[config.mk]
export PLATFORM = sky130hd
export DESIGN_NAME = blob_judge_flat
export DESIGN_NICKNAME = d
export VERILOG_FILES = /design/src/hdl/blob_cfg_pkg.sv /design/src/hdl/blob_if.sv /design/src/hdl/blob_judge.sv /design/src/flat_wrapper.sv
export SDC_FILE = /design/constraint.sdc
export NUM_CORES = 1
export LEC_CHECK = 0
export ABC_AREA = 1
export ABC_CLOCK_PERIOD_IN_PS = 3200
export BUFFER_PORTS_ARGS = -buffer_cell sky130_fd_sc_hd__clkbuf_2
export CORE_ASPECT_RATIO = 1.5
export CORE_UTILIZATION = 50
export CTS_BUF_LIST = sky130_fd_sc_hd__clkbuf_4 sky130_fd_sc_hd__clkbuf_8
export DETAILED_ROUTE_END_ITERATION = 16
export GPL_TIMING_DRIVEN = 0
export MAX_ROUTING_LAYER = met4
export PLACE_DENSITY = 0.73
export SKIP_LAST_GASP = 1
export SYNTH_ARGS = -nofsm -noshare
export SYNTH_HDL_FRONTEND = slang
export SYNTH_SLANG_ARGS = --single-unit
export TNS_END_PERCENT = 30
[constraint.sdc]
create_clock -name clk -period 3.2 [get_ports clk]
set_clock_uncertainty 0.2 [all_clocks]
set_input_delay 0.48 -clock clk [delete_from_list [all_inputs] [get_ports clk]]
set_output_delay 0.48 -clock clk [all_outputs]
set_load 0.02 [all_outputs]
[src/hdl/blob_cfg_pkg.sv]
`default_nettype none

package blob_cfg_pkg;

    // Frame geometry
    localparam int img_width  = 32;
    localparam int img_height = 24;
    localparam int num_pixels = img_width * img_height;

    localparam int pix_w  = 8;
    localparam int addr_w = $clog2(num_pixels);
    localparam int x_w    = $clog2(img_width);
    localparam int y_w    = $clog2(img_height);

    // Pixels at or above this level are white
    localparam int white_threshold = 180;

    // Inclusive limits for a blob to count as a stripe
    localparam int min_blob_area = 4;
    localparam int max_blob_area = 200;
    localparam int area_w        = 16;

    localparam int stack_depth = 256;
    // Extra bit lets the fill count reach stack_depth
    localparam int stack_ptr_w = $clog2(stack_depth) + 1;

    localparam int min_stripes = 3;
    localparam int max_label   = 179;  // must stay below white_threshold

endpackage

`default_nettype wire

[src/hdl/blob_if.sv]
`default_nettype none


// Per-frame blob reports from labeler to judge
interface blob_report_if;
    logic                              frame_start;
    logic                              blob_valid;
    logic [blob_cfg_pkg::area_w-1:0]   blob_area;
    logic                              frame_end;

    modport labeler (output frame_start, blob_valid, blob_area, frame_end);
    modport judge (input frame_start, blob_valid, blob_area, frame_end);
endinterface

`default_nettype wire

[src/hdl/blob_judge.sv]
`default_nettype none

module blob_judge (
    input  wire logic                            clk,
    input  wire logic                            rst_n,
    blob_report_if.judge                         rpt,
    output logic      [7:0]                      valid_blob_count,
    output logic      [blob_cfg_pkg::area_w-1:0] largest_blob_area,
    output logic                                 zebra_detected
);

    typedef logic [blob_cfg_pkg::area_w-1:0] area_t;

    localparam area_t area_lo = area_t'(blob_cfg_pkg::min_blob_area);
    localparam area_t area_hi = area_t'(blob_cfg_pkg::max_blob_area);

    logic [7:0] run_count;
    area_t      run_max;
    logic       accept;

    assign accept = rpt.blob_valid && (rpt.blob_area >= area_lo) && (rpt.blob_area <= area_hi);

    // Running totals for the frame in progress
    always_ff @(posedge clk or negedge rst_n) begin
        if (!rst_n) begin
            run_count <= '0;
            run_max   <= '0;
        end else if (rpt.frame_start) begin
            run_count <= '0;
            run_max   <= '0;
        end else if (accept) begin
            run_count <= run_count + 1'b1;
            if (rpt.blob_area > run_max) begin
                run_max <= rpt.blob_area;
            end
        end
    end

    // Published once per frame, held until the next frame ends
    always_ff @(posedge clk or negedge rst_n) begin
        if (!rst_n) begin
            valid_blob_count  <= '0;
            largest_blob_area <= '0;
            zebra_detected    <= 1'b0;
        end else if (rpt.frame_end) begin
            valid_blob_count  <= run_count;
            largest_blob_area <= run_max;
            zebra_detected    <= (run_count >= 8'(blob_cfg_pkg::min_stripes));
        end
    end

endmodule

`default_nettype wire

[src/flat_wrapper.sv]
// flat-port wrapper written by rule: the top's interface ports become plain ports
module blob_judge_flat 
  (clk, rst_n, valid_blob_count, largest_blob_area, zebra_detected, rpt_frame_start, rpt_blob_valid, rpt_blob_area, rpt_frame_end);
  blob_report_if rpt_i ();
  input  wire logic clk;
  input  wire logic rst_n;
  output logic      [7:0] valid_blob_count;
  output logic      [blob_cfg_pkg::area_w-1:0] largest_blob_area;
  output logic zebra_detected;
  input wire logic [$bits(rpt_i.frame_start)-1:0] rpt_frame_start;
  input wire logic [$bits(rpt_i.blob_valid)-1:0] rpt_blob_valid;
  input wire logic [$bits(rpt_i.blob_area)-1:0] rpt_blob_area;
  input wire logic [$bits(rpt_i.frame_end)-1:0] rpt_frame_end;
  assign rpt_i.frame_start = rpt_frame_start;
  assign rpt_i.blob_valid = rpt_blob_valid;
  assign rpt_i.blob_area = rpt_blob_area;
  assign rpt_i.frame_end = rpt_frame_end;
  blob_judge u_core (.clk(clk), .rst_n(rst_n), .rpt(rpt_i), .valid_blob_count(valid_blob_count), .largest_blob_area(largest_blob_area), .zebra_detected(zebra_detected));
endmodule
==> flow_summary.ini <==
[run_status]
status = finished clean

[synth]
ys.flop_type = dfrtp_1
synth_mux_area_frac = 0
synth-seq-cells = 49
synth_nets = 326
yosysTopAreaCell = dfrtp_1
synth_top_area_frac = 0.4917
synth_area_mm2 = 0.002494
synthAdderAreaFrac = 0.08530
synthCells = 288
yosysMostFrequentCell = nand2_1
synth_area_leaders = dfrtp_1 49%, nand2_1 11%, ha_1 8.5%
synth_top_family_by_area = simple AND/OR/NAND/NOR gates
synth_compound_area_frac = 0.07878
netlist_top_cells_count = 75 x nand2_1, 49 x dfrtp_1, 34 x inv_1
synth-simple-area-share = 0.2775
synth_cell_types = 26
syn_avg_cell_area_um2 = 8.658
seq_area_frac_synth = 0.4917
ys_async_sr_fraction = 1.000
synth_xor_area_frac = 0.003512
ys.warnings.count = 0
synth_edf_count = 0

[sta]
rsz0062_at_grt = no
period_minus_slack_ns = 1.920
final-setup-viol-count = 0
fin_crit_sh = 0.5999
drv_slew = 0
hold_viol = 0
worstMarginPinSlew_ns = 1.160
setup_tns_ns = 0
whs_ns = 0.1992
max_freq_mhz = 520.9
relSlewSlack = 0.2267

[power]
p_sw_frac = 0.2260
max-vdd-ir-drop_uv = 150.5
p_comb_frac = 0.083
p_leak_nw = 1.463
seqPwrFrac = 0.548
clkPwrFrac = 0.369
cellPowerDensity_mw_per_mm2 = 390.5
total_power_w = 0.001135
p_sw_w = 0.0002565
intPower_w = 0.0008781

[cts]
cts_sinks = 49
clockRootBuffer = clkbuf_8
clock_latency_ns = 0.30
cts_tree = yes
cts_resized = 0
numCtsBuffers = 5
clk_pin_slew_ns = 0.08
cts_max_level = 2
clock_path_buffers = 2
holdBufCountCts = 0
postCtsSetupBuffers = 0

[setup_path]
path_class = flop to flop
critPathLaunchType = flop
cp_max_fo = 9
arrival_ns = 1.96
ff2ff_path_depth = 10
cp-end-kind = flop
cp_data_required_time_ns = 3.24

[floorplan]
dieArea_mm2 = 0.005279
die_x_um = 59.66
std_cell_rows = 31
ios = 46
die_y_um = 88.49
start_util = 0.5185
core-area_mm2 = 0.004810

[drt]
vias = 2020
drtAntennaViolNets = 0
route.detailed.wl_per_inst_um = 11.97
firstDrtPassIters = 5
drt-initial-drc-count = 59
via_per_inst = 4.975
drt-total-wl_um = 4859
drcViolationCount = 0

[cells_and_area]
synthToLayoutAreaGrowth_pct = 16.51
layout-drive-gt1-share = 0.2059
fin_nets = 378
fillers = 471
n_antenna_cell = 0

[global_route]
overflow = 0
grt_use_total = 0.2115
grt_max_degree = 50
grt_pass1_vias = 1924
antenna_found_initial = 0
grt_pass1_wl_um = 8100

[placed_design]
dp_hpwl_um = 3845
place_congestion = 0.9820
port_buffers = 45

[run]
drv_cap = 0

[hold_path]
min_path_type = input port to asynchronous set/reset pin
worst paths after layout:
check / startpoint / to / slack (ns)
worst max-delay path: u_core.run_max[7] / u_core.run_max[11] / 1.28
worst min-delay path: rst_n / u_core.valid_blob_count[2] / 0.20
worst max register to register: u_core.run_max[7] / u_core.run_max[11] / 1.28
worst min register to register: u_core.valid_blob_count[1] / u_core.valid_blob_count[1] / 0.28
max in group asynchronous: rst_n / u_core.run_max[3] / 1.89
min in group clk: rpt_frame_start / u_core.run_count[5] / 0.24
cell type report:
cell class | instances | area (µm²) | share of cell area
Inverter | 36 | 135.1 | 0.04651
Timing Repair Buffer | 45 | 225.2 | 0.07752
Clock inverter | 2 | 35.03 | 0.01206
Buffer | 6 | 22.52 | 0.007752
Clock buffer | 5 | 68.82 | 0.02369
Tap cell | 66 | 82.58 | 0.02842
Multi-Input combinational cell | 197 | 1110 | 0.3820
Sequential cell | 49 | 1226 | 0.4221
through the flow:
step                      cell area, µm²  std cells  utilization  setup WS [ns]
final                               2905        406       0.6041          1.280
after detailed placement            2801        399       0.5825          1.040
after global placement              2801        399       0.5825          1.102
after CTS                           2905        406       0.6041          1.242
after global routing                2905        406       0.6041          1.078
after floorplan                     2494        288            -          1.338
power groups by stage:
| stage | Sequential, W | Combinational [W] | Clock (W) |
|---|---|---|---|
| detailed placement | 0.000634 | 0.0000958 | 0 |
| global route | 0.000622 | 0.000108 | 0.000451 |
| global placement | 0.000634 | 0.0000942 | 0 |
| finish | 0.000621 | 0.0000940 | 0.000419 |
| CTS | 0.000621 | 0.0000961 | 0.000428 |
| floorplan | 0.000636 | 0.0000488 | 0 |
routing by layer:
metal,vias up,global-route usage,part of all wire
met5,-,-,0
met3,8,0.03216,0.036
li1,1033,-,-
met2,47,0.3677,0.54
met4,0,0.1015,0.014
met1,932,0.2304,0.41
placed cells by master (no fill, tap or decap), types with 6 or more instances in the layout:
| cell type | n |
|---|---|
| ha_1 | 17 |
| a21oi_1 | 6 |
| nor2_1 | 20 |
| dfrtp_1 | 49 |
| nor2_2 | 9 |
| clkbuf_2 | 45 |
| inv_1 | 34 |
| nand2_1 | 75 |
| o21ai_0 | 24 |
| nand4_1 | 12 |
| clkbuf_1 | 6 |
| nand3_1 | 13 |
worst max-delay path, cell delays in order, from the launching register on:
cell and delay [ns]:
dfrtp_1 0.35, inv_1 0.06, ha_1 0.29, nand2_1 0.06, nor2_1 0.15, nand4_1 0.18
nor2_4 0.18, nor2_8 0.08, nand2_8 0.11, nand2_8 0.08, nor2_2 0.09
registers in the layout, indices dropped and copies added, names as in the netlist:
register,flops
u_core.largest_blob_area,16
u_core.run_max,16
u_core.run_count,8
u_core.valid_blob_count,8
u_core.zebra_detected,1
cells by family after synthesis:
kind of cell	count (synthesis)
DFF	49
adders and majority gates	17
buffers and inverters	42
AOI/OAI and AO/OA	37
and+or+nand+nor	142
xor gates and xnor gates	1
(Power assumes the default switching activity.)
