--- config.mk ---
export PLATFORM = sky130hd
export DESIGN_NAME = fill_stack_flat
export DESIGN_NICKNAME = d
export VERILOG_FILES = /design/src/hdl/blob_cfg_pkg.sv /design/src/hdl/blob_ctrl_pkg.sv /design/src/hdl/blob_if.sv /design/src/hdl/fill_stack.sv /design/src/flat_wrapper.sv
export SDC_FILE = /design/constraint.sdc
export NUM_CORES = 2
export LEC_CHECK = 0
export BUFFER_PORTS_ARGS = -buffer_cell sky130_fd_sc_hd__buf_2
export CAP_MARGIN = 10
export CELL_PAD_IN_SITES_DETAIL_PLACEMENT = 1
export CELL_PAD_IN_SITES_GLOBAL_PLACEMENT = 1
export CORE_UTILIZATION = 50
export DETAILED_ROUTE_END_ITERATION = 12
export PLACE_DENSITY = 0.72
export SETUP_SLACK_MARGIN = 0.5
export SLEW_MARGIN = 0
export SYNTH_ARGS = -nofsm -noshare
export SYNTH_HDL_FRONTEND = slang
export SYNTH_SLANG_ARGS = --single-unit
--- constraint.sdc ---
create_clock -name clk -period 5.8 [get_ports clk]
set_input_delay 0.58 -clock clk [delete_from_list [all_inputs] [get_ports clk]]
set_output_delay 0.58 -clock clk [all_outputs]
set_load 0.1 [all_outputs]
--- src/hdl/blob_cfg_pkg.sv ---
`default_nettype none

package blob_cfg_pkg;

    // Frame geometry
    localparam int img_width  = 32;
    localparam int img_height = 24;
    localparam int num_pixels = img_width * img_height;

    localparam int pix_w  = 8;
    localparam int addr_w = $clog2(num_pixels);
    localparam int x_w    = $clog2(img_width);
    localparam int y_w    = $clog2(img_height);

    // Pixels at or above this level are white
    localparam int white_threshold = 180;

    // Inclusive limits for a blob to count as a stripe
    localparam int min_blob_area = 4;
    localparam int max_blob_area = 200;
    localparam int area_w        = 16;

    localparam int stack_depth = 256;
    // Extra bit lets the fill count reach stack_depth
    localparam int stack_ptr_w = $clog2(stack_depth) + 1;

    localparam int min_stripes = 3;
    localparam int max_label   = 179;  // must stay below white_threshold

endpackage

`default_nettype wire

--- src/hdl/blob_ctrl_pkg.sv ---
`default_nettype none

package blob_ctrl_pkg;

    typedef enum logic [3:0] {
        idle,
        scan_read,
        scan_check,
        fill_pop,
        fill_read,
        fill_check,
        push_left,
        push_right,
        push_up,
        push_down,
        blob_end,
        frame_end
    } labeler_state_t;

    typedef enum logic [1:0] {
        op_none,
        op_push,
        op_pop
    } stack_op_t;

endpackage

`default_nettype wire

--- src/hdl/blob_if.sv ---
`default_nettype none

// Address stack requests and status
interface fill_stack_if;
    blob_ctrl_pkg::stack_op_t          op;
    logic [blob_cfg_pkg::addr_w-1:0]   push_addr;
    logic [blob_cfg_pkg::addr_w-1:0]   top_addr;
    logic                              empty;
    logic                              full;

    modport labeler (
        output op, push_addr,
        input  top_addr, empty, full
    );

    modport stack (
        input  op, push_addr,
        output top_addr, empty, full
    );
endinterface


`default_nettype wire

--- src/hdl/fill_stack.sv ---
`default_nettype none

module fill_stack (
    input  wire logic       clk,
    input  wire logic       rst_n,
    input  wire logic       clear,
    fill_stack_if.stack     stk,
    output logic            overflow
);

    typedef logic [blob_cfg_pkg::stack_ptr_w-1:0] count_t;
    typedef logic [blob_cfg_pkg::stack_ptr_w-2:0] idx_t;

    localparam count_t full_count = count_t'(blob_cfg_pkg::stack_depth);

    logic [blob_cfg_pkg::addr_w-1:0] entries [blob_cfg_pkg::stack_depth];
    count_t count;
    idx_t   wr_idx;
    idx_t   top_idx;
    logic   do_push;
    logic   do_pop;

    assign wr_idx  = count[blob_cfg_pkg::stack_ptr_w-2:0];
    assign top_idx = wr_idx - 1'b1;

    assign stk.empty    = (count == '0);
    assign stk.full     = (count == full_count);
    assign stk.top_addr = entries[top_idx];

    assign do_push = (stk.op == blob_ctrl_pkg::op_push) && !stk.full;
    assign do_pop  = (stk.op == blob_ctrl_pkg::op_pop) && !stk.empty;

    always_ff @(posedge clk or negedge rst_n) begin
        if (!rst_n) begin
            count    <= '0;
            overflow <= 1'b0;
        end else if (clear) begin
            count    <= '0;
            overflow <= 1'b0;
        end else begin
            if (do_push) begin
                count <= count + 1'b1;
            end else if (do_pop) begin
                count <= count - 1'b1;
            end
            // Dropped push is remembered until the next frame
            if (stk.op == blob_ctrl_pkg::op_push && stk.full) begin
                overflow <= 1'b1;
            end
        end
    end

    always_ff @(posedge clk) begin
        if (do_push) begin
            entries[wr_idx] <= stk.push_addr;
        end
    end

endmodule

`default_nettype wire

--- src/flat_wrapper.sv ---
// flat-port wrapper written by rule: the top's interface ports become plain ports
module fill_stack_flat 
  (clk, rst_n, clear, overflow, stk_op, stk_push_addr, stk_top_addr, stk_empty, stk_full);
  fill_stack_if stk_i ();
  input  wire logic clk;
  input  wire logic rst_n;
  input  wire logic clear;
  output logic overflow;
  input wire logic [$bits(stk_i.op)-1:0] stk_op;
  input wire logic [$bits(stk_i.push_addr)-1:0] stk_push_addr;
  output wire logic [$bits(stk_i.top_addr)-1:0] stk_top_addr;
  output wire logic [$bits(stk_i.empty)-1:0] stk_empty;
  output wire logic [$bits(stk_i.full)-1:0] stk_full;
  assign stk_i.op = stk_op;
  assign stk_i.push_addr = stk_push_addr;
  assign stk_top_addr = stk_i.top_addr;
  assign stk_empty = stk_i.empty;
  assign stk_full = stk_i.full;
  fill_stack u_core (.clk(clk), .rst_n(rst_n), .clear(clear), .stk(stk_i), .overflow(overflow));
endmodule
==> impl_metrics.sql <==
INSERT INTO impl_metrics (metric_group, metric, value, unit) VALUES
('run_status', 'run_status', 'finished, final reports clean', ''),
('die', 'dieWidth', '447', 'um'),
('hold_path', 'timing.hold.worst.class', 'input port to register', ''),
('setup_path', 'crit_arrival', '4.73', 'ns'),
('grt', 'grt_max_degree', '195', ''),
('power_and_ir_drop', 'power_frac_clock', '28.8', '%'),
('grt', 'grt_pass1_vias', '48100', ''),
('finish', 'layout-drive-gt1-share', '32.8', '%'),
('sta', 'setup_slack', '0.485', 'ns'),
('placed_design', 'dp_hpwl', '145000', 'um'),
('setup_path', 'crit_path_max_incr_delay', '0.52', 'ns'),
('yosys', 'ys_ff_latch', '2570', ''),
('yosys', 'post_synth.cell_area_avg', '24.0', 'um2'),
('finish', 'filler_cell_count', '16100', ''),
('finish', 'layout.cells.most_common_list', 'edfxtp_1, mux4_2, clkbuf_16', ''),
('placed_design', 'gp_congestion', '0.830', ''),
('setup_path', 'critPathTopFamily', 'buffers and inverters', ''),
('power_and_ir_drop', 'share_comb_of_total_power', '35.3', '%'),
('power_and_ir_drop', 'internal_power', '38.5', 'mW'),
('sta', 'finalHoldViolCount', '0', ''),
('setup_path', 'maximum_fanout_along_the_worst_path', '7', ''),
('setup_path', 'cp-endpoint', 'stk_top_addr[1]', ''),
('power_and_ir_drop', 'total_power', '57.6', 'mW'),
('clock_tree', 'tritoncts', 'yes', ''),
('die', 'floorplan.initialDensity', '50.3', '%'),
('yosys', 'syn-instance-count', '4126', ''),
('routing', 'antenna_left', '0', ''),
('finish', 'finish.net_count', '4476', ''),
('yosys', 'seq_area_frac_synth', '77.9', '%'),
('clock_tree', 'clock-sinks', '2570', ''),
('sta', 'finalCriticalPeriod', '5.31', 'ns'),
('sta', 'min_period_over_period', '91.6', '%'),
('power_and_ir_drop', 'sw_frac_of_total', '33.0', '%'),
('yosys', 'synthesis.area', '99100', 'um2'),
('yosys', 'ys_async_sr_fraction', '0.389', '%'),
('sta', 'timing.fmax', '0.188', 'GHz'),
('setup_path', 'reg2reg_setup_slack', '0.61', 'ns'),
('finish', 'layout.cells.most_common', 'edfxtp_1', ''),
('sta', 'max-slew-margin-rel', '8.65', '%'),
('setup_path', 'critical_path.cell_chain', 'clkinvlp_4 > ha_4 > buf_12 > buf_4 > clkbuf_16 > buf_4 > mux4_2 > mux4_2 > a22oi_2 > nand2_2 > a22oi_2 > buf_4 > o221ai_4 > buf_12', ''),
('routing', 'route.detailed.vias_per_inst', '6.48', ''),
('routing', 'drt_wl_total', '260000', 'um'),
('sta', 'unrepaired_setup_endpoints_after_global_routing', 'yes', ''),
('setup_path', 'critPathLaunch', 'u_core.count[0]', ''),
('sta', 'timing_max_transition_violations_final', '0', ''),
('clock_tree', 'cts_bufs_inserted', '277', ''),
('setup_path', 'critical_path.reg2reg.endpoint', 'u_core.entries[216][7]', ''),
('setup_path', 'critical_path_buf_inv_count', '7', ''),
('setup_path', 'r2r_cells', '9', ''),
('yosys', 'yosysTopAreaCell', 'edfxtp_1', ''),
('routing', 'drt-pass1-iter-count', '7', ''),
('routing', 'remaining_drc_errors', '0', ''),
('placed_design', 'pre_cts_slack', '0.495', 'ns'),
('yosys', 'number_of_enable_type_register_cells_in_the_synthesized_netlist', '2560', ''),
('yosys', 'ys_top_cells_by_area', 'edfxtp_1, mux4_2, nor2_1, clkbuf_1, a22oi_1', ''),
('sta', 'fin_tns_setup', '0', 'ns'),
('power_and_ir_drop', 'power.share.sequential', '35.9', '%'),
('setup_path', 'critPathSlowestCell', 'mux4_2', ''),
('setup_path', 'cp-start-kind', 'register', ''),
('setup_path', 'reg2reg_from', 'u_core.count[6]', ''),
('grt', 'grt_antenna_before_repair', '1', ''),
('clock_tree', 'clk_root_buffer_cell', 'clkbuf_16', ''),
('grt', 'grt_pass1_wl', '360000', 'um'),
('placed_design', 'port_buffers', '27', ''),
('power_and_ir_drop', 'power.density_cell_area', '506', 'nW/um2'),
('yosys', 'yosys_warnings', '0', ''),
('yosys', 'yosysTopAreaCellShare', '77.6', '%'),
('die', 'floorplan.die_area', '200000', 'um2'),
('routing', 'first_iter_violations', '5572', ''),
('clock_tree', 'insertion_delay', '0.91', 'ns'),
('setup_path', 'critical_path_end_type', 'output port', '');
-- worst min path at each step --
stage                     from               to  depth (start not counted)
2_1_floorplan            rst_n  u_core.count[0]                          0
3_3_place_gp   u_core.overflow  u_core.overflow                          2
3_5_place_dp             rst_n  u_core.overflow                          1
4_1_cts                  clear  u_core.overflow                          2
5_1_grt                  clear  u_core.overflow                          2
6_report                 clear  u_core.overflow                          2
-- synthesized netlist by cell type, types with 2 or more instances --
library cell,n
a21o_1,3
a21oi_1,7
a221oi_1,20
a22o_1,20
a22oi_1,52
and2_1,2
buf_1,9
buf_2,61
buf_4,8
buf_6,23
clkbuf_1,134
dfrtp_1,10
edfxtp_1,2560
ha_1,13
inv_1,6
mux4_2,800
nand2_1,46
nand2b_1,4
nand3_1,18
nand4_1,5
nor2_1,271
nor2b_1,7
nor3_1,4
o21ai_0,4
o221ai_1,10
o31ai_1,5
o41ai_1,2
or3_1,2
xnor2_1,8
xor2_1,6
-- layout make-up --
| cell class | count | area, um2 | area share [%] |
|---|---|---|---|
| diodes | 2 | 5.00 | 0.00440 |
| clock buffers | 344 | 7350 | 6.46 |
| clock inverters | 111 | 927 | 0.815 |
| inverters | 6 | 30.0 | 0.0264 |
| multi-input cells | 1318 | 21400 | 18.8 |
| flip-flops and latches | 2570 | 77100 | 67.8 |
| well taps | 2640 | 3300 | 2.90 |
| repair buffers | 274 | 3630 | 3.19 |
-- stage by stage --
step,hold WS (ns),area (um2),std cells
2_1_floorplan,0.284,99100,4126
3_3_place_gp,0.483,103000,6710
3_5_place_dp,0.486,103000,6710
4_1_cts,0.00469,113000,7203
5_1_grt,0.0372,114000,7263
6_report,0.0479,114000,7265
-- routing by layer --
layer | track usage (%) | wire length, um
met5 | 0 | 0
met4 | 8.55 | 8880
met3 | 4.67 | 20700
met2 | 41.1 | 128000
met1 | 35.9 | 102000
-- cells by family (layout without fill, tap and decap cells) --
logic type / count (synthesis) / count (layout) / share of synthesized area [%]
AOI/OAI and AO/OA: 124 / 124 / 0.978
xor gates and xnor gates: 14 / 14 / 0.124
adders and majority gates: 14 / 14 / 0.184
buffers and inverters: 241 / 735 / 1.19
DFF: 2570 / 2570 / 77.9
muxes: 801 / 801 / 18.2
other: 0 / 2 / 0
and+or+nand+nor: 362 / 365 / 1.46
-- worst reg2reg max path: stages, from the launching register on --
cell	delay, ns
dfrtp_1	0.71
nor2_1	0.24
nand2_1	0.55
nor2_1	0.25
and2_1	0.26
nor2_1	0.12
buf_4	0.28
and2_1	0.32
nand2_2	0.78
nor2_1	1.29
-- registers in the layout (all words and copies together) (netlist names) --
name             cells
u_core.entries    2560
u_core.count         9
u_core.overflow      1
-- power groups by stage --
stage	registers [mW]	logic [mW]	clock network, mW
floorplan	21.0	10.2	0
global placement	21.0	16.6	0
detailed placement	21.0	16.8	0
CTS	20.6	18.7	16.7
global route	20.7	20.7	17.3
finish	20.7	20.3	16.6
-- what timing repair did --
action                                  CTS  global route
hold buffers                              2             0
gates cloned                             16            15
resized for setup                       119            89
hold endpoints to repair                 11             0
buffers inserted                         20            42
pin swaps                                20            23
endpoints found under the setup margin   10            10
No activity file was read; power rests on OpenSTA's default activity.
