===== src/hdl/blob_cfg_pkg.sv =====
`default_nettype none

package blob_cfg_pkg;

    // Frame geometry
    localparam int img_width  = 32;
    localparam int img_height = 24;
    localparam int num_pixels = img_width * img_height;

    localparam int pix_w  = 8;
    localparam int addr_w = $clog2(num_pixels);
    localparam int x_w    = $clog2(img_width);
    localparam int y_w    = $clog2(img_height);

    // Pixels at or above this level are white
    localparam int white_threshold = 180;

    // Inclusive limits for a blob to count as a stripe
    localparam int min_blob_area = 4;
    localparam int max_blob_area = 200;
    localparam int area_w        = 16;

    localparam int stack_depth = 256;
    // Extra bit lets the fill count reach stack_depth
    localparam int stack_ptr_w = $clog2(stack_depth) + 1;

    localparam int min_stripes = 3;
    localparam int max_label   = 179;  // must stay below white_threshold

endpackage

`default_nettype wire


===== src/hdl/blob_ctrl_pkg.sv =====
`default_nettype none

package blob_ctrl_pkg;

    typedef enum logic [3:0] {
        idle,
        scan_read,
        scan_check,
        fill_pop,
        fill_read,
        fill_check,
        push_left,
        push_right,
        push_up,
        push_down,
        blob_end,
        frame_end
    } labeler_state_t;

    typedef enum logic [1:0] {
        op_none,
        op_push,
        op_pop
    } stack_op_t;

endpackage

`default_nettype wire


===== src/hdl/blob_if.sv =====
`default_nettype none

// Address stack requests and status
interface fill_stack_if;
    blob_ctrl_pkg::stack_op_t          op;
    logic [blob_cfg_pkg::addr_w-1:0]   push_addr;
    logic [blob_cfg_pkg::addr_w-1:0]   top_addr;
    logic                              empty;
    logic                              full;

    modport labeler (
        output op, push_addr,
        input  top_addr, empty, full
    );

    modport stack (
        input  op, push_addr,
        output top_addr, empty, full
    );
endinterface

// Per-frame blob reports from labeler to judge
interface blob_report_if;
    logic                              frame_start;
    logic                              blob_valid;
    logic [blob_cfg_pkg::area_w-1:0]   blob_area;
    logic                              frame_end;

    modport labeler (output frame_start, blob_valid, blob_area, frame_end);
    modport judge (input frame_start, blob_valid, blob_area, frame_end);
endinterface

`default_nettype wire


===== src/hdl/blob_labeler.sv =====
`default_nettype none

module blob_labeler (
    input  wire logic                              clk,
    input  wire logic                              rst_n,
    input  wire logic                              start,
    output logic                                   done,

    // Frame memory
    output logic      [blob_cfg_pkg::addr_w-1:0]   ram_addr,
    output logic                                   ram_we,
    output logic      [blob_cfg_pkg::pix_w-1:0]    ram_wdata,
    input  wire logic [blob_cfg_pkg::pix_w-1:0]    ram_rdata,

    fill_stack_if.labeler                          stk,
    output logic                                   stack_clear,
    blob_report_if.labeler                         rpt
);

    typedef logic [blob_cfg_pkg::addr_w-1:0] addr_t;
    typedef logic [blob_cfg_pkg::pix_w-1:0]  pix_t;
    typedef logic [blob_cfg_pkg::x_w-1:0]    x_t;
    typedef logic [blob_cfg_pkg::y_w-1:0]    y_t;
    typedef logic [blob_cfg_pkg::area_w-1:0] area_t;

    localparam addr_t last_addr = addr_t'(blob_cfg_pkg::num_pixels - 1);
    localparam addr_t row_step  = addr_t'(blob_cfg_pkg::img_width);
    localparam pix_t  white_lvl = pix_t'(blob_cfg_pkg::white_threshold);
    localparam pix_t  last_id   = pix_t'(blob_cfg_pkg::max_label);
    localparam x_t    last_x    = x_t'(blob_cfg_pkg::img_width - 1);
    localparam y_t    last_y    = y_t'(blob_cfg_pkg::img_height - 1);

    blob_ctrl_pkg::labeler_state_t state;
    blob_ctrl_pkg::labeler_state_t after_check;
    blob_ctrl_pkg::labeler_state_t after_left;
    blob_ctrl_pkg::labeler_state_t after_right;
    blob_ctrl_pkg::labeler_state_t after_up;

    addr_t scan_addr;
    addr_t cur_addr;
    area_t area;
    pix_t  label_id;
    x_t    cur_x;
    y_t    cur_y;
    logic  is_white;
    logic  launch;
    logic  has_left;
    logic  has_right;
    logic  has_up;
    logic  has_down;

    assign is_white = (ram_rdata >= white_lvl);
    assign launch   = (state == blob_ctrl_pkg::idle) && start;

    // Position of the pixel being filled
    assign cur_x = x_t'(cur_addr % blob_cfg_pkg::img_width);
    assign cur_y = y_t'(cur_addr / blob_cfg_pkg::img_width);

    assign has_left  = (cur_x != '0);
    assign has_right = (cur_x != last_x);
    assign has_up    = (cur_y != '0);
    assign has_down  = (cur_y != last_y);

    // Skip neighbors that fall outside the frame
    assign after_up    = has_down  ? blob_ctrl_pkg::push_down  : blob_ctrl_pkg::fill_pop;
    assign after_right = has_up    ? blob_ctrl_pkg::push_up    : after_up;
    assign after_left  = has_right ? blob_ctrl_pkg::push_right : after_right;
    assign after_check = has_left  ? blob_ctrl_pkg::push_left  : after_left;

    assign ram_addr  = (state == blob_ctrl_pkg::fill_read || state == blob_ctrl_pkg::fill_check)
                       ? cur_addr : scan_addr;
    assign ram_we    = (state == blob_ctrl_pkg::fill_check) && is_white;
    assign ram_wdata = label_id;

    assign stack_clear     = launch;
    assign rpt.frame_start = launch;
    assign rpt.blob_valid  = (state == blob_ctrl_pkg::blob_end);
    assign rpt.blob_area   = area;
    assign rpt.frame_end   = (state == blob_ctrl_pkg::frame_end);

    always_comb begin
        stk.op        = blob_ctrl_pkg::op_none;
        stk.push_addr = cur_addr;
        case (state)
            blob_ctrl_pkg::scan_check: begin
                // Seed goes on the stack first
                if (is_white) begin
                    stk.op        = blob_ctrl_pkg::op_push;
                    stk.push_addr = scan_addr;
                end
            end
            blob_ctrl_pkg::fill_pop: begin
                if (!stk.empty) begin
                    stk.op = blob_ctrl_pkg::op_pop;
                end
            end
            blob_ctrl_pkg::push_left: begin
                stk.op        = blob_ctrl_pkg::op_push;
                stk.push_addr = cur_addr - 1'b1;
            end
            blob_ctrl_pkg::push_right: begin
                stk.op        = blob_ctrl_pkg::op_push;
                stk.push_addr = cur_addr + 1'b1;
            end
            blob_ctrl_pkg::push_up: begin
                stk.op        = blob_ctrl_pkg::op_push;
                stk.push_addr = cur_addr - row_step;
            end
            blob_ctrl_pkg::push_down: begin
                stk.op        = blob_ctrl_pkg::op_push;
                stk.push_addr = cur_addr + row_step;
            end
            default: begin
            end
        endcase
    end

    always_ff @(posedge clk or negedge rst_n) begin
        if (!rst_n) begin
            state     <= blob_ctrl_pkg::idle;
            scan_addr <= '0;
            cur_addr  <= '0;
            area      <= '0;
            label_id  <= '0;
            done      <= 1'b0;
        end else begin
            // Lines up with the judge publishing its results
            done <= (state == blob_ctrl_pkg::frame_end);
            case (state)
                blob_ctrl_pkg::idle: begin
                    if (start) begin
                        scan_addr <= '0;
                        label_id  <= pix_t'(1);
                        state     <= blob_ctrl_pkg::scan_read;
                    end
                end
                blob_ctrl_pkg::scan_read: begin
                    state <= blob_ctrl_pkg::scan_check;
                end
                blob_ctrl_pkg::scan_check: begin
                    if (is_white) begin
                        area  <= '0;
                        state <= blob_ctrl_pkg::fill_pop;
                    end else if (scan_addr == last_addr) begin
                        state <= blob_ctrl_pkg::frame_end;
                    end else begin
                        scan_addr <= scan_addr + 1'b1;
                        state     <= blob_ctrl_pkg::scan_read;
                    end
                end
                blob_ctrl_pkg::fill_pop: begin
                    if (stk.empty) begin
                        state <= blob_ctrl_pkg::blob_end;
                    end else begin
                        cur_addr <= stk.top_addr;
                        state    <= blob_ctrl_pkg::fill_read;
                    end
                end
                blob_ctrl_pkg::fill_read: begin
                    state <= blob_ctrl_pkg::fill_check;
                end
                blob_ctrl_pkg::fill_check: begin
                    // Already labeled or dark pixels are dropped here
                    if (is_white) begin
                        area  <= area + 1'b1;
                        state <= after_check;
                    end else begin
                        state <= blob_ctrl_pkg::fill_pop;
                    end
                end
                blob_ctrl_pkg::push_left:  state <= after_left;
                blob_ctrl_pkg::push_right: state <= after_right;
                blob_ctrl_pkg::push_up:    state <= after_up;
                blob_ctrl_pkg::push_down:  state <= blob_ctrl_pkg::fill_pop;
                blob_ctrl_pkg::blob_end: begin
                    if (label_id != last_id) begin
                        label_id <= label_id + 1'b1;
                    end
                    if (scan_addr == last_addr) begin
                        state <= blob_ctrl_pkg::frame_end;
                    end else begin
                        scan_addr <= scan_addr + 1'b1;
                        state     <= blob_ctrl_pkg::scan_read;
                    end
                end
                blob_ctrl_pkg::frame_end: begin
                    state <= blob_ctrl_pkg::idle;
                end
                default: begin
                    state <= blob_ctrl_pkg::idle;
                end
            endcase
        end
    end

endmodule

`default_nettype wire


===== src/flat_wrapper.sv =====
// flat-port wrapper written by rule: the top's interface ports become plain ports
module blob_labeler_flat 
  (clk, rst_n, start, done, ram_addr, ram_we, ram_wdata, ram_rdata, stack_clear, stk_op, stk_push_addr, stk_top_addr, stk_empty, stk_full, rpt_frame_start, rpt_blob_valid, rpt_blob_area, rpt_frame_end);
  fill_stack_if stk_i ();
  blob_report_if rpt_i ();
  input  wire logic clk;
  input  wire logic rst_n;
  input  wire logic start;
  output logic done;
  output logic      [blob_cfg_pkg::addr_w-1:0] ram_addr;
  output logic ram_we;
  output logic      [blob_cfg_pkg::pix_w-1:0] ram_wdata;
  input  wire logic [blob_cfg_pkg::pix_w-1:0] ram_rdata;
  output logic stack_clear;
  output wire logic [$bits(stk_i.op)-1:0] stk_op;
  output wire logic [$bits(stk_i.push_addr)-1:0] stk_push_addr;
  input wire logic [$bits(stk_i.top_addr)-1:0] stk_top_addr;
  input wire logic [$bits(stk_i.empty)-1:0] stk_empty;
  input wire logic [$bits(stk_i.full)-1:0] stk_full;
  output wire logic [$bits(rpt_i.frame_start)-1:0] rpt_frame_start;
  output wire logic [$bits(rpt_i.blob_valid)-1:0] rpt_blob_valid;
  output wire logic [$bits(rpt_i.blob_area)-1:0] rpt_blob_area;
  output wire logic [$bits(rpt_i.frame_end)-1:0] rpt_frame_end;
  assign stk_op = stk_i.op;
  assign stk_push_addr = stk_i.push_addr;
  assign stk_i.top_addr = stk_top_addr;
  assign stk_i.empty = stk_empty;
  assign stk_i.full = stk_full;
  assign rpt_frame_start = rpt_i.frame_start;
  assign rpt_blob_valid = rpt_i.blob_valid;
  assign rpt_blob_area = rpt_i.blob_area;
  assign rpt_frame_end = rpt_i.frame_end;
  blob_labeler u_core (.clk(clk), .rst_n(rst_n), .start(start), .done(done), .ram_addr(ram_addr), .ram_we(ram_we), .ram_wdata(ram_wdata), .ram_rdata(ram_rdata), .stk(stk_i), .stack_clear(stack_clear), .rpt(rpt_i));
endmodule

===== config.mk =====
export PLATFORM = sky130hd
export DESIGN_NAME = blob_labeler_flat
export DESIGN_NICKNAME = d
export VERILOG_FILES = /design/src/hdl/blob_cfg_pkg.sv /design/src/hdl/blob_ctrl_pkg.sv /design/src/hdl/blob_if.sv /design/src/hdl/blob_labeler.sv /design/src/flat_wrapper.sv
export SDC_FILE = /design/constraint.sdc
export NUM_CORES = 1
export LEC_CHECK = 0
export ABC_AREA = 1
export CORE_MARGIN = 2
export CORE_UTILIZATION = 55
export CTS_CLUSTER_DIAMETER = 50
export DETAILED_ROUTE_END_ITERATION = 8
export DONT_BUFFER_PORTS = 1
export HOLD_SLACK_MARGIN = 0.12
export PLACE_DENSITY = 0.7
export SYNTH_ARGS = -nofsm -noshare
export SYNTH_HDL_FRONTEND = slang
export SYNTH_SLANG_ARGS = --single-unit

===== constraint.sdc =====
create_clock -name clk -period 3.16 [get_ports clk]
set_clock_uncertainty 0.05 [all_clocks]
set_input_delay 0.474 -clock clk [delete_from_list [all_inputs] [get_ports clk]]
set_output_delay 0.474 -clock clk [all_outputs]
set_load 0.005 [all_outputs]

==> results.md <==
* CTS buffer count at 5
* Root buffer cell: clkbuf_8
* Setup crit start: u_core.state[0]
* Final Hold Viols at 0
* Max Cap Viol at 0
* Initial core utilization at 56.9%
* Synth area leaders: dfrtp_1 (32%), nand2_1 (15%), nand3_1 (6.0%), inv_1 (6.0%), ha_1 (4.5%)
* Syn nets at 604
* Skew-Pair Late Insertion Delay at 0.31 ns
* Final nets at 606
* N_diodes at 0
* Worst setup path class: reg -> out
* Global-route wire length before repair at 16.7 mm
* Fraction of layout instances using a drive strength above 1 at 10.2%
* Number of synthesized flops with an enable pin at 0
* Worst setup EP type: primary output
* DIE HEIGHT at 88.1 um
* Largest net degree at the start of global routing at 50
* Post-CTS setup buffer count at 0
* Hold Worst Slack at 0.227 ns
* Final ANT Viol Nets at 0
* Share of power burned in the clock network at 12.1%
* Synth cell types at 40
* Initial DRC Count at 199
* Gr ovfl total at 0
* Worst hold path class: in -> reg
* Seq/Total Area, Yosys at 31.5%
* Combinational fraction of design power at 57.5%
* RSZ-0062 raised after global routing: no
* FF-to-FF Start: u_core.state[0]
* Slew of the pin with the lowest slew margin at 0.782 ns
* Number of global-route vias before repair at 3,425
* CTS Sinks at 49
* CP required at 2.64 ns
* CTS clk-pin slew, worst paths at 0.10 ns
* Post-route setup TNS at 0 ns
* R2R Path End: u_core.rpt.blob_area[6]
* Worst vdd ir at 432 uV
* Core ar. at 0.00683 mm^2
* Yosys top cell area share at 31.5%
* GP Congestion at 0.919
* I/O pin total at 75
* Max clock buf depth at 2
* Via Count at 3,784
* Psw at 1.71 mW
* Commonest non-fill, non-tap cells in the layout: nand2_1 (156), inv_1 (62), nand3_1 (47), dfrtp_1 (47), nor2_1 (46)
* Num rows at 30
* Slew HR at 47.6%
* Fraction of registers with async set/reset at 100%
* CTS tree: done
* Die X at 88.1 um
* Achievable clock frequency at 334 MHz
* Most common cell after layout, fill and taps aside: nand2_1
* Outcome: complete, no violations
* Initial antenna violation count at 0
* Main synth FF type: dfrtp_1
* #FFs+latches synth at 49
* DRT Pass-1 Iters at 5
* Tcrit/Tclk final at 94.8%
* Die ar. at 0.00776 mm^2
* Residual DRC at 0
* Slew Limit Fails at 0
* H-Tree Depth at 2
* Power Dens Cells at 789 mW/mm^2
* Layout area overhead at 5.44%
* WL final at 10.3 mm
* Internal power at 1.52 mW
* R2R depth at 8
* Post-layout minimum cycle time at 3.00 ns
* Mapped Cells at 565
* Crit path max fanout at 6
* CP Capture Point: stk_push_addr[6]
* Post-Syn Area at 0.00389 mm^2
* Setup violators final at 0
* Pleak at 1.90 nW
* Count of input and output buffers at 0
* Worst path arrival time at 2.47 ns
* Startpoint Class: flop
* FF-to-FF setup slack at 1.19 ns
* Net Sw Frac at 52.9%
* Yosys top cell by area: dfrtp_1
* Routed length per placed instance at 15.5 um
* HPWL after DPL at 7.84 mm
* Gr usage total at 27.5%
* Warnings from Yosys at 0
* Fraction of power consumed by sequential logic at 30.4%
* Mapped Avg Cell Area at 6.88 um^2
* DR vias/cell at 5.70
-- flip-flops by register name, summed over array words and instances (netlist names) --
name / count
u_core.ram_wdata: 8
u_core.state: 4
u_core.scan_addr: 10
u_core.done: 1
u_core.cur_addr: 10
u_core.rpt.blob_area: 16
-- power groups by stage --
stage / Clock, mW / Sequential, mW / Combinational (mW)
after floorplan: 0 / 0.914 / 1.52
after global placement: 0 / 0.985 / 1.76
after detailed placement: 0 / 0.986 / 1.81
after global routing: 0.423 / 1.00 / 2.10
final: 0.391 / 0.983 / 1.86
after CTS: 0.399 / 0.974 / 1.84
-- cell type report --
class                   count  area, um^2
flip-flops and latches     49        1230
well taps                  96         120
inverters                  73         278
repair buffers              5        60.1
fillers                   665        2730
clock inverters             2        13.8
multi-input cells         433        2330
clock buffers               6        72.6
-- critical path, stage by stage, from the launching register on --
cell and delay, ns:
dfrtp_1 0.42, nand2_1 0.14, inv_1 0.14, nand2_2 0.13, buf_4 0.17, fa_1 0.41
nand2_1 0.09, nand2_1 0.05, nand2_1 0.05, nand2_1 0.10, nand2_1 0.08, nand2_1 0.06
a21oi_1 0.12, o21ai_1 0.09, nand3b_1 0.11
-- cell families after synthesis --
| kind of cell | count (synthesis) | synth area share (%) |
|---|---|---|
| compound gates | 91 | 13.5 |
| fa+ha+maj | 16 | 5.53 |
| flops | 49 | 31.5 |
| xor+xnor | 15 | 3.38 |
| buf+inv | 83 | 8.91 |
| mux | 1 | 0.257 |
| simple gates | 310 | 36.9 |
-- timing repair --
item / 4_1_cts / 5_1_grt
setup endpoints to repair: 0 / 4
gates resized for setup: 0 / 5
hold endpoints to repair: 49 / 0
hold buffers: 2 / 0
-- cell usage after synthesis, types with 5 or more instances --
cell type / count
nand2_1: 157
nor2_1: 46
inv_2: 9
a21oi_1: 20
nor3_1: 14
xor2_1: 14
ha_1: 14
nand2_4: 5
inv_1: 62
o21ai_0: 22
o21ai_1: 23
nand2_2: 6
nand3_1: 47
o21ai_2: 7
dfrtp_1: 49
nand4_1: 20
-- how the worst min path moves through the flow --
stage                          from                 end  depth (start not counted)
floorplan                     rst_n  u_core.cur_addr[0]                          0
global placement              rst_n  u_core.cur_addr[5]                          0
detailed placement            rst_n  u_core.cur_addr[4]                          0
CTS                 stk_top_addr[0]  u_core.cur_addr[0]                          2
global route        stk_top_addr[2]  u_core.cur_addr[2]                          2
finish              stk_top_addr[0]  u_core.cur_addr[0]                          2
-- layer usage --
metal / wire, um / track usage (%) / part of all wire, % / up-vias
met1: 4580 / 38.1 / 44 / 1771
met5: 0 / 0 / 0 / -
met2: 4730 / 43.7 / 46 / 131
met3: 861 / 6.60 / 8.4 / 12
met4: 135 / 6.34 / 1.3 / 0
li1: - / - / - / 1870
-- metrics by stage --
| step | setup WS (ns) | total power [mW] | util (%) | cell area (um^2) | instances |
|---|---|---|---|---|---|
| CTS | 0.0156 | 3.21 | 59.9 | 4090 | 664 |
| global placement | 0.421 | 2.75 | 58.1 | 3970 | 654 |
| detailed placement | 0.378 | 2.79 | 58.1 | 3970 | 654 |
| global route | 0.00365 | 3.53 | 60.0 | 4100 | 664 |
| floorplan | 0.722 | 2.44 | - | 3890 | 565 |
| finish | 0.164 | 3.24 | 60.0 | 4100 | 664 |
(Power assumes the default switching activity.)
